$ cat src/ooo_pkg.sv
`default_nettype none

package ooo_pkg;

    localparam int DATA_W   = 32;
    localparam int REG_W    = 4;
    localparam int TAG_W    = 4;
    localparam int NUM_REGS = 1 << REG_W;

    typedef logic [DATA_W-1:0] data_t;
    typedef logic [REG_W-1:0]  reg_idx_t;

    // entry index plus one, zero when the register file holds the value
    typedef logic [TAG_W-1:0]  tag_t;

    localparam tag_t NO_TAG = '0;

    typedef enum logic [2:0] {
        OP_ADD = 3'd0,
        OP_SUB = 3'd1,
        OP_AND = 3'd2,
        OP_XOR = 3'd3,
        OP_MUL = 3'd4
    } op_t;

    // multiplier sits in the long-latency unit
    function automatic logic is_slow_op(input op_t op);
        return op == OP_MUL;
    endfunction

endpackage

`default_nettype wire
$ cat src/ooo_ifs.sv
`timescale 1ns/1ns
`default_nettype none

// dispatch to one execution unit
interface issue_if
    import ooo_pkg::*;
();
    logic  valid;
    op_t   op;
    data_t a;
    data_t b;
    tag_t  tag;

    modport src (output valid, op, a, b, tag);
    modport dst (input valid, op, a, b, tag);
endinterface

// execution unit result broadcast
interface result_if
    import ooo_pkg::*;
();
    logic  valid;
    tag_t  tag;
    data_t result;

    modport src (output valid, tag, result);
    modport dst (input valid, tag, result);
    // dispatch watches the bus for waiting operands
    modport snoop (input valid, tag, result);
endinterface

// in-order retirement to the register file
interface commit_if
    import ooo_pkg::*;
();
    logic     valid;
    reg_idx_t rd;
    tag_t     tag;
    data_t    value;

    modport src (output valid, rd, tag, value);
    modport dst (input valid, rd, tag, value);
endinterface

`default_nettype wire

$ cat src/ooo_top.sv
`timescale 1ns/1ns
`default_nettype none

module ooo_top
    import ooo_pkg::*;
#(
    parameter int ROB_DEPTH    = 8,
    parameter int FAST_LATENCY = 1,
    parameter int SLOW_LATENCY = 3
) (
    input  logic     clk,
    input  logic     rst_n,
    input  logic     in_valid,
    input  op_t      in_op,
    input  reg_idx_t in_rd,
    input  reg_idx_t in_rs1,
    input  reg_idx_t in_rs2,
    input  data_t    in_imm,
    input  logic     in_use_imm,
    output logic     stall,
    output logic     commit_valid,
    output reg_idx_t commit_rd,
    output tag_t     commit_tag,
    output data_t    commit_value
);

    reg_idx_t ren_rs1;
    reg_idx_t ren_rs2;
    data_t    ren_rs1_value;
    data_t    ren_rs2_value;
    tag_t     ren_rs1_tag;
    tag_t     ren_rs2_tag;
    logic     alloc;
    reg_idx_t alloc_rd;
    tag_t     alloc_tag;
    logic     rob_full;
    tag_t     lookup1_tag;
    tag_t     lookup2_tag;
    logic     lookup1_ready;
    data_t    lookup1_value;
    logic     lookup2_ready;
    data_t    lookup2_value;

    issue_if  fast_iss ();
    issue_if  slow_iss ();
    result_if fast_res ();
    result_if slow_res ();
    commit_if cmt ();

    dispatch_stage u_dispatch (
        .clk, .rst_n,
        .in_valid, .in_op, .in_rd, .in_rs1, .in_rs2, .in_imm, .in_use_imm,
        .stall,
        .ren_rs1, .ren_rs2, .ren_rs1_value, .ren_rs2_value, .ren_rs1_tag, .ren_rs2_tag,
        .alloc, .alloc_rd, .alloc_tag,
        .rob_full,
        .rob_lookup1_tag   (lookup1_tag),
        .rob_lookup2_tag   (lookup2_tag),
        .rob_lookup1_ready (lookup1_ready),
        .rob_lookup1_value (lookup1_value),
        .rob_lookup2_ready (lookup2_ready),
        .rob_lookup2_value (lookup2_value),
        .fast_iss, .slow_iss,
        .fast_snp (fast_res),
        .slow_snp (slow_res)
    );

    rename_table u_rename (
        .clk, .rst_n,
        .rs1 (ren_rs1), .rs2 (ren_rs2),
        .rs1_value (ren_rs1_value), .rs2_value (ren_rs2_value),
        .rs1_tag (ren_rs1_tag), .rs2_tag (ren_rs2_tag),
        .alloc, .alloc_rd, .alloc_tag,
        .cmt
    );

    reorder_buffer #(.DEPTH(ROB_DEPTH)) u_rob (
        .clk, .rst_n,
        .alloc, .alloc_rd, .alloc_tag,
        .full (rob_full),
        .lookup1_tag, .lookup2_tag,
        .lookup1_ready, .lookup1_value, .lookup2_ready, .lookup2_value,
        .fast_res, .slow_res,
        .cmt
    );

    exec_unit #(.LATENCY(FAST_LATENCY)) u_fast (
        .clk, .rst_n, .iss (fast_iss), .res (fast_res)
    );

    exec_unit #(.LATENCY(SLOW_LATENCY)) u_slow (
        .clk, .rst_n, .iss (slow_iss), .res (slow_res)
    );

    assign commit_valid = cmt.valid;
    assign commit_rd    = cmt.rd;
    assign commit_tag   = cmt.tag;
    assign commit_value = cmt.value;

endmodule

`default_nettype wire

$ cat src/dispatch_stage.sv
`timescale 1ns/1ns
`default_nettype none

module dispatch_stage
    import ooo_pkg::*;
(
    input  logic     clk,
    input  logic     rst_n,
    input  logic     in_valid,
    input  op_t      in_op,
    input  reg_idx_t in_rd,
    input  reg_idx_t in_rs1,
    input  reg_idx_t in_rs2,
    input  data_t    in_imm,
    input  logic     in_use_imm,
    output logic     stall,
    output reg_idx_t ren_rs1,
    output reg_idx_t ren_rs2,
    input  data_t    ren_rs1_value,
    input  data_t    ren_rs2_value,
    input  tag_t     ren_rs1_tag,
    input  tag_t     ren_rs2_tag,
    output logic     alloc,
    output reg_idx_t alloc_rd,
    input  tag_t     alloc_tag,
    input  logic     rob_full,
    output tag_t     rob_lookup1_tag,
    output tag_t     rob_lookup2_tag,
    input  logic     rob_lookup1_ready,
    input  data_t    rob_lookup1_value,
    input  logic     rob_lookup2_ready,
    input  data_t    rob_lookup2_value,
    issue_if.src     fast_iss,
    issue_if.src     slow_iss,
    result_if.snoop  fast_snp,
    result_if.snoop  slow_snp
);

    typedef struct packed {
        logic  ok;
        data_t val;
    } opnd_t;

    typedef struct packed {
        logic  vld;
        tag_t  tag;
        data_t res;
    } bus_t;

    bus_t  fbus;
    bus_t  sbus;
    opnd_t new_a;
    opnd_t new_b;
    opnd_t hold_a;
    opnd_t hold_b;
    opnd_t hold_a_now;
    opnd_t hold_b_now;
    logic  accept;
    logic  go_new;
    logic  go_hold;
    logic  hold_valid;
    op_t   hold_op;
    tag_t  hold_tag;
    tag_t  hold_a_tag;
    tag_t  hold_b_tag;
    logic  iss_fast_q;
    logic  iss_slow_q;
    op_t   iss_op;
    data_t iss_a;
    data_t iss_b;
    tag_t  iss_tag;

    function automatic opnd_t snoop(input opnd_t cur, input tag_t t,
                                    input bus_t fb, input bus_t sb);
        opnd_t r;
        r = cur;
        if (!cur.ok && fb.vld && fb.tag == t) begin
            r.ok  = 1'b1;
            r.val = fb.res;
        end else if (!cur.ok && sb.vld && sb.tag == t) begin
            r.ok  = 1'b1;
            r.val = sb.res;
        end
        return r;
    endfunction

    // register file, then finished rob entry, then this cycle's buses
    function automatic opnd_t resolve(input tag_t t, input data_t rv, input logic lk_rdy,
                                      input data_t lk_val, input bus_t fb, input bus_t sb);
        opnd_t r;
        r.ok  = (t == NO_TAG) || lk_rdy;
        r.val = (t == NO_TAG) ? rv : lk_val;
        return snoop(r, t, fb, sb);
    endfunction

    assign fbus = {fast_snp.valid, fast_snp.tag, fast_snp.result};
    assign sbus = {slow_snp.valid, slow_snp.tag, slow_snp.result};

    assign ren_rs1         = in_rs1;
    assign ren_rs2         = in_rs2;
    assign rob_lookup1_tag = ren_rs1_tag;
    assign rob_lookup2_tag = ren_rs2_tag;

    assign stall    = rob_full || hold_valid;
    assign accept   = in_valid && !stall;
    assign alloc    = accept;
    assign alloc_rd = in_rd;

    always_comb begin
        new_a = resolve(ren_rs1_tag, ren_rs1_value, rob_lookup1_ready, rob_lookup1_value,
                        fbus, sbus);
        if (in_use_imm) begin
            new_b.ok  = 1'b1;
            new_b.val = in_imm;
        end else begin
            new_b = resolve(ren_rs2_tag, ren_rs2_value, rob_lookup2_ready, rob_lookup2_value,
                            fbus, sbus);
        end
        hold_a_now = snoop(hold_a, hold_a_tag, fbus, sbus);
        hold_b_now = snoop(hold_b, hold_b_tag, fbus, sbus);
    end

    assign go_new  = accept && new_a.ok && new_b.ok;
    assign go_hold = hold_valid && hold_a_now.ok && hold_b_now.ok;

    always_ff @(posedge clk) begin
        if (!rst_n) begin
            hold_valid <= 1'b0;
            iss_fast_q <= 1'b0;
            iss_slow_q <= 1'b0;
        end else begin
            iss_fast_q <= (go_new && !is_slow_op(in_op)) || (go_hold && !is_slow_op(hold_op));
            iss_slow_q <= (go_new && is_slow_op(in_op)) || (go_hold && is_slow_op(hold_op));
            if (accept && !go_new) begin
                hold_valid <= 1'b1;
            end else if (go_hold) begin
                hold_valid <= 1'b0;
            end
        end
    end

    always_ff @(posedge clk) begin
        if (go_new) begin
            iss_op  <= in_op;
            iss_a   <= new_a.val;
            iss_b   <= new_b.val;
            iss_tag <= alloc_tag;
        end else if (go_hold) begin
            iss_op  <= hold_op;
            iss_a   <= hold_a_now.val;
            iss_b   <= hold_b_now.val;
            iss_tag <= hold_tag;
        end
        if (accept) begin
            hold_op    <= in_op;
            hold_tag   <= alloc_tag;
            hold_a_tag <= ren_rs1_tag;
            hold_b_tag <= ren_rs2_tag;
            hold_a     <= new_a;
            hold_b     <= new_b;
        end else if (hold_valid) begin
            hold_a <= hold_a_now;
            hold_b <= hold_b_now;
        end
    end

    // both units see the same payload, valid picks the target
    assign fast_iss.valid = iss_fast_q;
    assign fast_iss.op    = iss_op;
    assign fast_iss.a     = iss_a;
    assign fast_iss.b     = iss_b;
    assign fast_iss.tag   = iss_tag;
    assign slow_iss.valid = iss_slow_q;
    assign slow_iss.op    = iss_op;
    assign slow_iss.a     = iss_a;
    assign slow_iss.b     = iss_b;
    assign slow_iss.tag   = iss_tag;

endmodule

`default_nettype wire

$ cat src/reorder_buffer.sv
`timescale 1ns/1ns
`default_nettype none

module reorder_buffer
    import ooo_pkg::*;
#(
    parameter int DEPTH = 8
) (
    input  logic     clk,
    input  logic     rst_n,
    input  logic     alloc,
    input  reg_idx_t alloc_rd,
    output tag_t     alloc_tag,
    output logic     full,
    input  tag_t     lookup1_tag,
    input  tag_t     lookup2_tag,
    output logic     lookup1_ready,
    output data_t    lookup1_value,
    output logic     lookup2_ready,
    output data_t    lookup2_value,
    result_if.dst    fast_res,
    result_if.dst    slow_res,
    commit_if.src    cmt
);

    localparam int PTR_W = $clog2(DEPTH);

    typedef logic [PTR_W-1:0] ptr_t;

    ptr_t             head;
    ptr_t             tail;
    ptr_t             next_tail;
    logic             empty;
    logic             do_alloc;
    logic             do_commit;
    logic [DEPTH-1:0] rdy;
    reg_idx_t         rd_q  [DEPTH];
    data_t            val_q [DEPTH];

    function automatic ptr_t bump(input ptr_t p);
        return (p == ptr_t'(DEPTH - 1)) ? '0 : p + ptr_t'(1);
    endfunction

    function automatic ptr_t tag_idx(input tag_t t);
        return ptr_t'(t - tag_t'(1));
    endfunction

    // one slot stays unused to tell full from empty
    assign next_tail = bump(tail);
    assign empty     = (head == tail);
    assign full      = (next_tail == head);
    assign alloc_tag = tag_t'(tail) + tag_t'(1);
    assign do_alloc  = alloc && !full;
    assign do_commit = !empty && rdy[head];

    // ready survives commit so dispatch can still read it before write-back
    assign lookup1_ready = (lookup1_tag != NO_TAG) && rdy[tag_idx(lookup1_tag)];
    assign lookup1_value = val_q[tag_idx(lookup1_tag)];
    assign lookup2_ready = (lookup2_tag != NO_TAG) && rdy[tag_idx(lookup2_tag)];
    assign lookup2_value = val_q[tag_idx(lookup2_tag)];

    always_ff @(posedge clk) begin
        if (!rst_n) begin
            head      <= '0;
            tail      <= '0;
            rdy       <= '0;
            cmt.valid <= 1'b0;
        end else begin
            cmt.valid <= do_commit;
            if (do_commit) begin
                head <= bump(head);
            end
            if (do_alloc) begin
                tail      <= next_tail;
                rdy[tail] <= 1'b0;
            end
            if (fast_res.valid) begin
                rdy[tag_idx(fast_res.tag)] <= 1'b1;
            end
            if (slow_res.valid) begin
                rdy[tag_idx(slow_res.tag)] <= 1'b1;
            end
        end
    end

    always_ff @(posedge clk) begin
        if (do_commit) begin
            cmt.rd    <= rd_q[head];
            cmt.tag   <= tag_t'(head) + tag_t'(1);
            cmt.value <= val_q[head];
        end
        if (do_alloc) begin
            rd_q[tail] <= alloc_rd;
        end
        if (fast_res.valid) begin
            val_q[tag_idx(fast_res.tag)] <= fast_res.result;
        end
        if (slow_res.valid) begin
            val_q[tag_idx(slow_res.tag)] <= slow_res.result;
        end
    end

endmodule

`default_nettype wire

$ cat src/exec_unit.sv
`timescale 1ns/1ns
`default_nettype none

module exec_unit
    import ooo_pkg::*;
#(
    parameter int LATENCY = 1
) (
    input  logic  clk,
    input  logic  rst_n,
    issue_if.dst  iss,
    result_if.src res
);

    logic [LATENCY-1:0] vld_q;
    tag_t               tag_q [LATENCY];
    data_t              res_q [LATENCY];
    data_t              alu_out;

    always_comb begin
        case (iss.op)
            OP_ADD:  alu_out = iss.a + iss.b;
            OP_SUB:  alu_out = iss.a - iss.b;
            OP_AND:  alu_out = iss.a & iss.b;
            OP_XOR:  alu_out = iss.a ^ iss.b;
            // low half of the product
            OP_MUL:  alu_out = iss.a * iss.b;
            default: alu_out = '0;
        endcase
    end

    always_ff @(posedge clk) begin
        if (!rst_n) begin
            vld_q <= '0;
        end else begin
            vld_q[0] <= iss.valid;
            for (int i = 1; i < LATENCY; i++) begin
                vld_q[i] <= vld_q[i-1];
            end
        end
    end

    always_ff @(posedge clk) begin
        tag_q[0] <= iss.tag;
        res_q[0] <= alu_out;
        for (int i = 1; i < LATENCY; i++) begin
            tag_q[i] <= tag_q[i-1];
            res_q[i] <= res_q[i-1];
        end
    end

    assign res.valid  = vld_q[LATENCY-1];
    assign res.tag    = tag_q[LATENCY-1];
    assign res.result = res_q[LATENCY-1];

endmodule

`default_nettype wire

$ cat src/rename_table.sv
`timescale 1ns/1ns
`default_nettype none

module rename_table
    import ooo_pkg::*;
(
    input  logic     clk,
    input  logic     rst_n,
    input  reg_idx_t rs1,
    input  reg_idx_t rs2,
    output data_t    rs1_value,
    output data_t    rs2_value,
    output tag_t     rs1_tag,
    output tag_t     rs2_tag,
    input  logic     alloc,
    input  reg_idx_t alloc_rd,
    input  tag_t     alloc_tag,
    commit_if.dst    cmt
);

    data_t regs [NUM_REGS];
    tag_t  tags [NUM_REGS];

    // r0 is never written and never renamed, so it reads as zero
    assign rs1_value = regs[rs1];
    assign rs2_value = regs[rs2];
    assign rs1_tag   = tags[rs1];
    assign rs2_tag   = tags[rs2];

    always_ff @(posedge clk) begin
        if (!rst_n) begin
            for (int i = 0; i < NUM_REGS; i++) begin
                regs[i] <= '0;
                tags[i] <= NO_TAG;
            end
        end else begin
            if (cmt.valid && cmt.rd != '0) begin
                regs[cmt.rd] <= cmt.value;
                // a younger producer keeps its claim
                if (tags[cmt.rd] == cmt.tag) begin
                    tags[cmt.rd] <= NO_TAG;
                end
            end
            // new allocation overrides the clear above
            if (alloc && alloc_rd != '0) begin
                tags[alloc_rd] <= alloc_tag;
            end
        end
    end

endmodule

`default_nettype wire

$ cat config.mk
export PLATFORM = sky130hd
export DESIGN_NAME = ooo_top
export DESIGN_NICKNAME = d
export VERILOG_FILES = /design/src/ooo_pkg.sv /design/src/ooo_ifs.sv /design/src/ooo_top.sv /design/src/dispatch_stage.sv /design/src/reorder_buffer.sv /design/src/exec_unit.sv /design/src/rename_table.sv
export SDC_FILE = /design/constraint.sdc
export NUM_CORES = 2
export LEC_CHECK = 0
export BUFFER_PORTS_ARGS = -buffer_cell sky130_fd_sc_hd__buf_2
export CAP_MARGIN = 20
export CELL_PAD_IN_SITES_DETAIL_PLACEMENT = 0
export CELL_PAD_IN_SITES_GLOBAL_PLACEMENT = 1
export CORE_MARGIN = 2
export CORE_UTILIZATION = 40
export CTS_CLUSTER_SIZE = 14
export DETAILED_ROUTE_END_ITERATION = 12
export PLACE_DENSITY_LB_ADDON = 0.15
export SYNTH_ARGS = -nofsm -noshare
export SYNTH_HDL_FRONTEND = slang
export SYNTH_SLANG_ARGS = --single-unit
$ cat constraint.sdc
create_clock -name clk -period 10.3 [get_ports clk]
set_input_delay 1.03 -clock clk [delete_from_list [all_inputs] [get_ports clk]]
set_output_delay 1.03 -clock clk [all_outputs]
set_load 0.03 [all_outputs]
After elaboration in Yosys (flattened, before gate mapping)
Memories as Yosys holds them, arrays and structs flattened. A register that Yosys moved wholly into a read port is not among the register bits.
Cells that the tools add are included.
{"block": "totals", "register_bits": 178, "latch_bits": 0, "ramBits": 1008, "romBits": 0, "input_bits": 51, "elab_cells": 209, "memories": 8}
{"block": "classes", "add_sub_neg": 10, "n_mul": 1, "n_div": 0, "magnitude_cmp": 9, "eq_ne": 19, "n_shift": 0, "n_mux": 71, "n_bitwise": 6, "n_reduce_logical": 63}
{"name": "u_rename.regs", "depth": 16, "word_bits": 32, "read_ports": 2, "rd_clocked_by_memory_dff": 0, "write_ports": 16, "line_no": "rename_table.sv:21", "rtl": "data_t regs [NUM_REGS];"}
{"name": "u_rob.val_q", "depth": 8, "word_bits": 32, "read_ports": 3, "rd_clocked_by_memory_dff": 1, "write_ports": 2, "line_no": "reorder_buffer.sv:38", "rtl": "data_t val_q [DEPTH];"}
{"name": "u_slow.res_q", "depth": 3, "word_bits": 32, "read_ports": 3, "rd_clocked_by_memory_dff": 0, "write_ports": 3, "line_no": "exec_unit.sv:17", "rtl": "data_t res_q [LATENCY];"}
{"name": "u_rename.tags", "depth": 16, "word_bits": 4, "read_ports": 3, "rd_clocked_by_memory_dff": 0, "write_ports": 16, "line_no": "rename_table.sv:22", "rtl": "tag_t tags [NUM_REGS];"}
{"name": "u_fast.res_q", "depth": 1, "word_bits": 32, "read_ports": 1, "rd_clocked_by_memory_dff": 0, "write_ports": 1, "line_no": "exec_unit.sv:17"}
{"name": "u_rob.rd_q", "depth": 8, "word_bits": 4, "read_ports": 1, "rd_clocked_by_memory_dff": 1, "write_ports": 1, "line_no": "reorder_buffer.sv:37", "rtl": "reg_idx_t rd_q [DEPTH];"}
{"name": "2 more memories"}
{"op": "$mux W33", "count": 13}
{"op": "$mux W32", "count": 7}
{"op": "$pmux W32 S5", "count": 1}
{"op": "$mux W8", "count": 5}
{"op": "$eq A4 B4 Y1", "count": 9}
{"op": "$logic_and A1 B1 Y1", "count": 35}
{"op": "$add A32 B32 Y32", "count": 1}
{"op": "$and A32 B32 Y32", "count": 1}
{"op": "$mul A32 B32 Y32", "count": 1}
{"op": "$reduce_or A32 Y1", "count": 1}
{"op": "$sub A32 B32 Y32", "count": 1}
{"op": "$xor A32 B32 Y32", "count": 1}
{"op": "$mux W1", "count": 28}
{"op": "$mux W4", "count": 7}
{"op": "$lt A3 B4 Y1 const B", "count": 6}
{"op": "$or A8 B8 Y8", "count": 2}
{"op": "$reduce_bool A4 Y1", "count": 4}
{"op": "$eq A3 B3 Y1 const B", "count": 5}
{"op": "$mux W3", "count": 4}
{"op": "$sub A3 B1 Y3 const B", "count": 4}
{"op": "$logic_not A1 Y1", "count": 10}
{"op": "$bmux W1 S3", "count": 3}
{"op": "$demux W1 S3", "count": 3}
{"op": "$ge A3 B1 Y1 const B", "count": 3}
{"op": "12 further kinds", "count": 24}

Depth between registers and ports, before layout
An unclocked memory read counts as a cell.
{"block": "logic_depth", "depth_word": 16, "ltp_mapped": 27, "mapped_depth_nobuf": 25}

Cells and area by module
Synthesis repeated with hierarchy kept, for this count alone.
{"block": "unflattened", "hier_cells": 8618, "area_unflattened_um2": 103729.5}
{"module": "rename_table", "instances": 1, "cells_per_inst": 1828, "area_each_um2": 30745.7}
{"module": "exec_unit (u_slow)", "instances": 1, "cells_per_inst": 2352, "area_each_um2": 21714.6}
{"module": "reorder_buffer", "instances": 1, "cells_per_inst": 1125, "area_each_um2": 20083.0}
{"module": "exec_unit (u_fast)", "instances": 1, "cells_per_inst": 2214, "area_each_um2": 19733.9}
{"module": "dispatch_stage", "instances": 1, "cells_per_inst": 1099, "area_each_um2": 11452.2}

Worst setup path before layout
OpenSTA, ideal clock, no wires.
{"block": "synth_timing", "path_kind": "register to register", "from": "register u_dispatch.iss_b[2], in the netlist u_dispatch.fast_iss.b[2]", "to": "memory u_fast.res_q[0][25] in the netlist's numbering", "setup_time_ns": 0.122, "t_arrival_ns": 6.847, "t_required_ns": 10.178, "slack_ns": 3.332, "stages_incl_launch_ff": 26, "n_path_buf": 2, "synth_period_minus_slack_ns": 6.968, "cell_sequence": "edfxtp_1 > clkbuf_1 > clkbuf_1 > and2_1 > fa_1 > inv_1 > fa_1 > fa_1 > fa_1 > inv_1 > fa_1 > inv_1 > fa_1 > inv_1 > fa_1 > fa_1 > ha_1 > a21o_1 > a21o_1 > a21oi_1 > nand2_1 > nor3_1 > nor2_1 > a31oi_1 > xnor2_1 > a221o_1"}
{"block": "synth_between", "elab_chain_cells": 2, "word_cells_on_any_way": 4}
{"item": "start, declared", "line_no": "dispatch_stage.sv:70", "rtl": "data_t iss_b;"}
{"item": "start signal, assigned", "line_no": "dispatch_stage.sv:146", "rtl": "iss_b <= new_b.val;"}
{"item": "start signal, assigned", "line_no": "dispatch_stage.sv:151", "rtl": "iss_b <= hold_b_now.val;"}
{"item": "$mul A32 B32 Y32 (tied with other cells)", "line_no": "exec_unit.sv:27", "rtl": "OP_MUL: alu_out = iss.a * iss.b;"}
{"item": "$pmux W32 S5 *", "line_no": "exec_unit.sv:21", "rtl": "case (iss.op)"}
{"item": "named net u_fast.alu_out[25]", "line_no": "exec_unit.sv:18", "rtl": "data_t alu_out;"}
{"item": "end, declared", "line_no": "exec_unit.sv:17"}
The timed path passes the listed nets; every way through them passes the cells marked *.

Worst setup path in the final report
{"block": "layout_timing", "from": "register u_dispatch.iss_b[6], in the netlist u_dispatch.fast_iss.b[6]", "to": "memory u_fast.res_q[0][24] in the netlist's numbering"}
The elaborated chain is that of the path after synthesis.

==> results.ini <==
[run_status]
status = completed

[detailed_routing]
wirelength_um = 305000
drt-pass1-iter-count = 5
ant_nets = 0
wl_per_cell_um = 31.2
drc = 0
vias = 58337
drt_iter0_markers = 5426
via_per_inst = 5.97

[synth]
synth_top_cells_by_count = edfxtp_1, and2_1, nand2_1
yosysWarnings = 0
synth.area.top_cells = edfxtp_1, mux4_2, fa_1
synth.avg_cell_area_um2 = 11.6
synth_top_area_share_pct = 38.4
synthCells = 7113
synth-async-reset-ratio_pct = 0
synth_area_leader_cell = edfxtp_1
synth.most_common_cell = edfxtp_1
ys_types = 81
ys_ff_latch = 1186
synth_area_um2 = 82600
synth_flop_cell = edfxtp_1
synth_seq_area_share_pct = 41.6
synth-edff-count = 1056

[floorplan]
io_pins = 93
placementRows = 166
fp.dieH_um = 458
core_area_um2 = 205000
dieArea_um2 = 210000
start_util_pct = 40.3
die_w_um = 458

[hold_path]
hp-class = register to register
whs_path_depth = 0
whs_endpoint = u_slow.res_q[0][87]
hold_start = u_slow.res_q[0][55]

[sta]
setup_slack_ns = 2.00
slew_violations = 0
fmax_ghz = 0.120
tightest_slew_ns = 1.11
hold_violations = 0
fin_setup_tns_ns = 0
timing.final.crit_share_pct = 80.6
slew_headroom_pct = 26.1
rsz0062_at_grt = false
setup_viol = 0
fin_hold_ws_ns = 0.318
period_needed_ns = 8.30
clock_skew_ns = 0.0330

[setup_path]
required_ns = 10.98
reg2reg_to = u_fast.res_q[0][24]
worstSetupStartpointType = register
critPathArrivalTime_ns = 8.98
path_class = register to register
worstSetupEndpointType = register
cp_max_fo = 19
worst_r2r_path_depth = 20
rr_startpoint = u_dispatch.fast_iss.b[6]
reg2reg_slack_ns = 2.00
critPathLaunch = u_dispatch.fast_iss.b[6]

[global_routing]
grt_use_total_pct = 28.9
grt_pass1_vias = 59146
antenna_found_initial = 14
grt_max_degree = 129
grt_pass1_wl_um = 437000
grt.overflow.total = 0

[cells_and_area]
final_nets = 7625
syn_to_final_growth_pct = 9.67
drive_above_1_share_pct = 18.2
stdcell_area_um2 = 90600

[flow_run]
cap_violations = 0

[clock_network]
cts-root-buf = clkbuf_16
htree_levels = 4
clock_sinks = 1186
cts_hold_buf = 0
numCtsBuffers = 140
clkTransAtPathRegs_ns = 0.06
postCtsSetupBuffers = 0
clock_path_buffers = 3
cts_tree = built
clk_latency_ns = 0.82
ctsResizeCount = 0

[placed_design]
dp_hpwl_um = 201000
dpl_cell_area_um2 = 86000
dp_slack_ns = 2.09
numPortBuffers = 92
gp_congestion = 0.901

==> per-layer routing <==
layer  up-vias  GRT usage (%)  wire, um  part of all wire (%)
met4        10           10.1     11400                   3.7
met1     30224           37.7    123000                    40
met3       589           4.32     20300                   6.7
li1      24987              -         -                     -
met2      2527           49.0    150000                    49
met5         -              0        64                 0.021
==> kinds of logic after synthesis <==
group | count (synthesis) | share of synthesized area, %
AOI/OAI and AO/OA | 839 | 6.44
xor gates and xnor gates | 175 | 1.86
adders and majority gates | 604 | 12.9
buffers and inverters | 1054 | 4.92
DFF | 1186 | 41.6
muxes | 888 | 18.0
other | 1 | 0.00454
and+or+nand+nor | 2366 | 14.4
==> area by class of cell <==
class                      instances  area [um^2]
antenna                            5         12.5
timing repair buffer             246         1740
inverter                         488         1830
fill                           18855       114000
multi-input combinational       4908        44800
clock buffer                     182         3870
clock inverter                    73          618
tap                             2688         3360
sequential                      1186        34300
==> worst max path at each step <==
stage | end | slack, ns | cells past startpoint
floorplan | u_fast.res_q[0][25] | 3.33 | 25
global placement | u_fast.res_q[0][30] | 2.07 | 21
detailed placement | u_fast.res_q[0][30] | 2.09 | 21
CTS | u_fast.res_q[0][24] | 2.02 | 20
global route | u_fast.res_q[0][24] | 1.76 | 20
finish | u_fast.res_q[0][24] | 2.00 | 20
==> flip-flops by register name, summed over array words and instances, names as in the netlist, 33 cells and up <==
name,cells
u_rename.regs,512
u_rob.val_q,256
u_dispatch.hold_a,33
u_slow.res_q,65
u_dispatch.hold_b,33
u_rename.tags,64
==> worst max-delay path, stage by stage, from the launching register on <==
cell and delay (ns):
edfxtp_1 1.08, ha_1 0.36, fa_1 0.46, fa_1 0.44, fa_1 0.56, inv_1 0.05, fa_1 0.47, inv_1 0.04
ha_1 0.27, ha_1 0.29, fa_1 0.50, fa_1 0.43, ha_1 0.35, a21o_1 0.22, or3_1 0.31, a31o_2 0.23
a221oi_1 0.91, o31ai_1 0.42, a31oi_1 0.30, xnor2_1 0.11, a221o_1 0.35
==> cells in the final DEF (no fill, tap or decap), drive strengths merged, types with 128 or more instances in the layout <==
| cell type | count |
|---|---|
| a21oi | 229 |
| and2 | 803 |
| buf | 245 |
| clkbuf | 183 |
| dfxtp | 130 |
| edfxtp | 1056 |
| fa | 409 |
| ha | 195 |
| inv | 493 |
| mux2 | 239 |
| mux2i | 197 |
| mux4 | 452 |
| nand2 | 641 |
| nor2 | 508 |
| o21ai | 187 |
| xnor2 | 128 |
==> metrics by stage <==
step	utilization, %	cells
finish	44.2	9776
global route	44.2	9773
CTS	44.2	9769
detailed placement	42.0	9514
global placement	42.0	9512
floorplan	-	7148
Power is left out: the tool's default activity adds up to more than one toggle a clock period on the data nets, which glitch-free logic cannot reach.
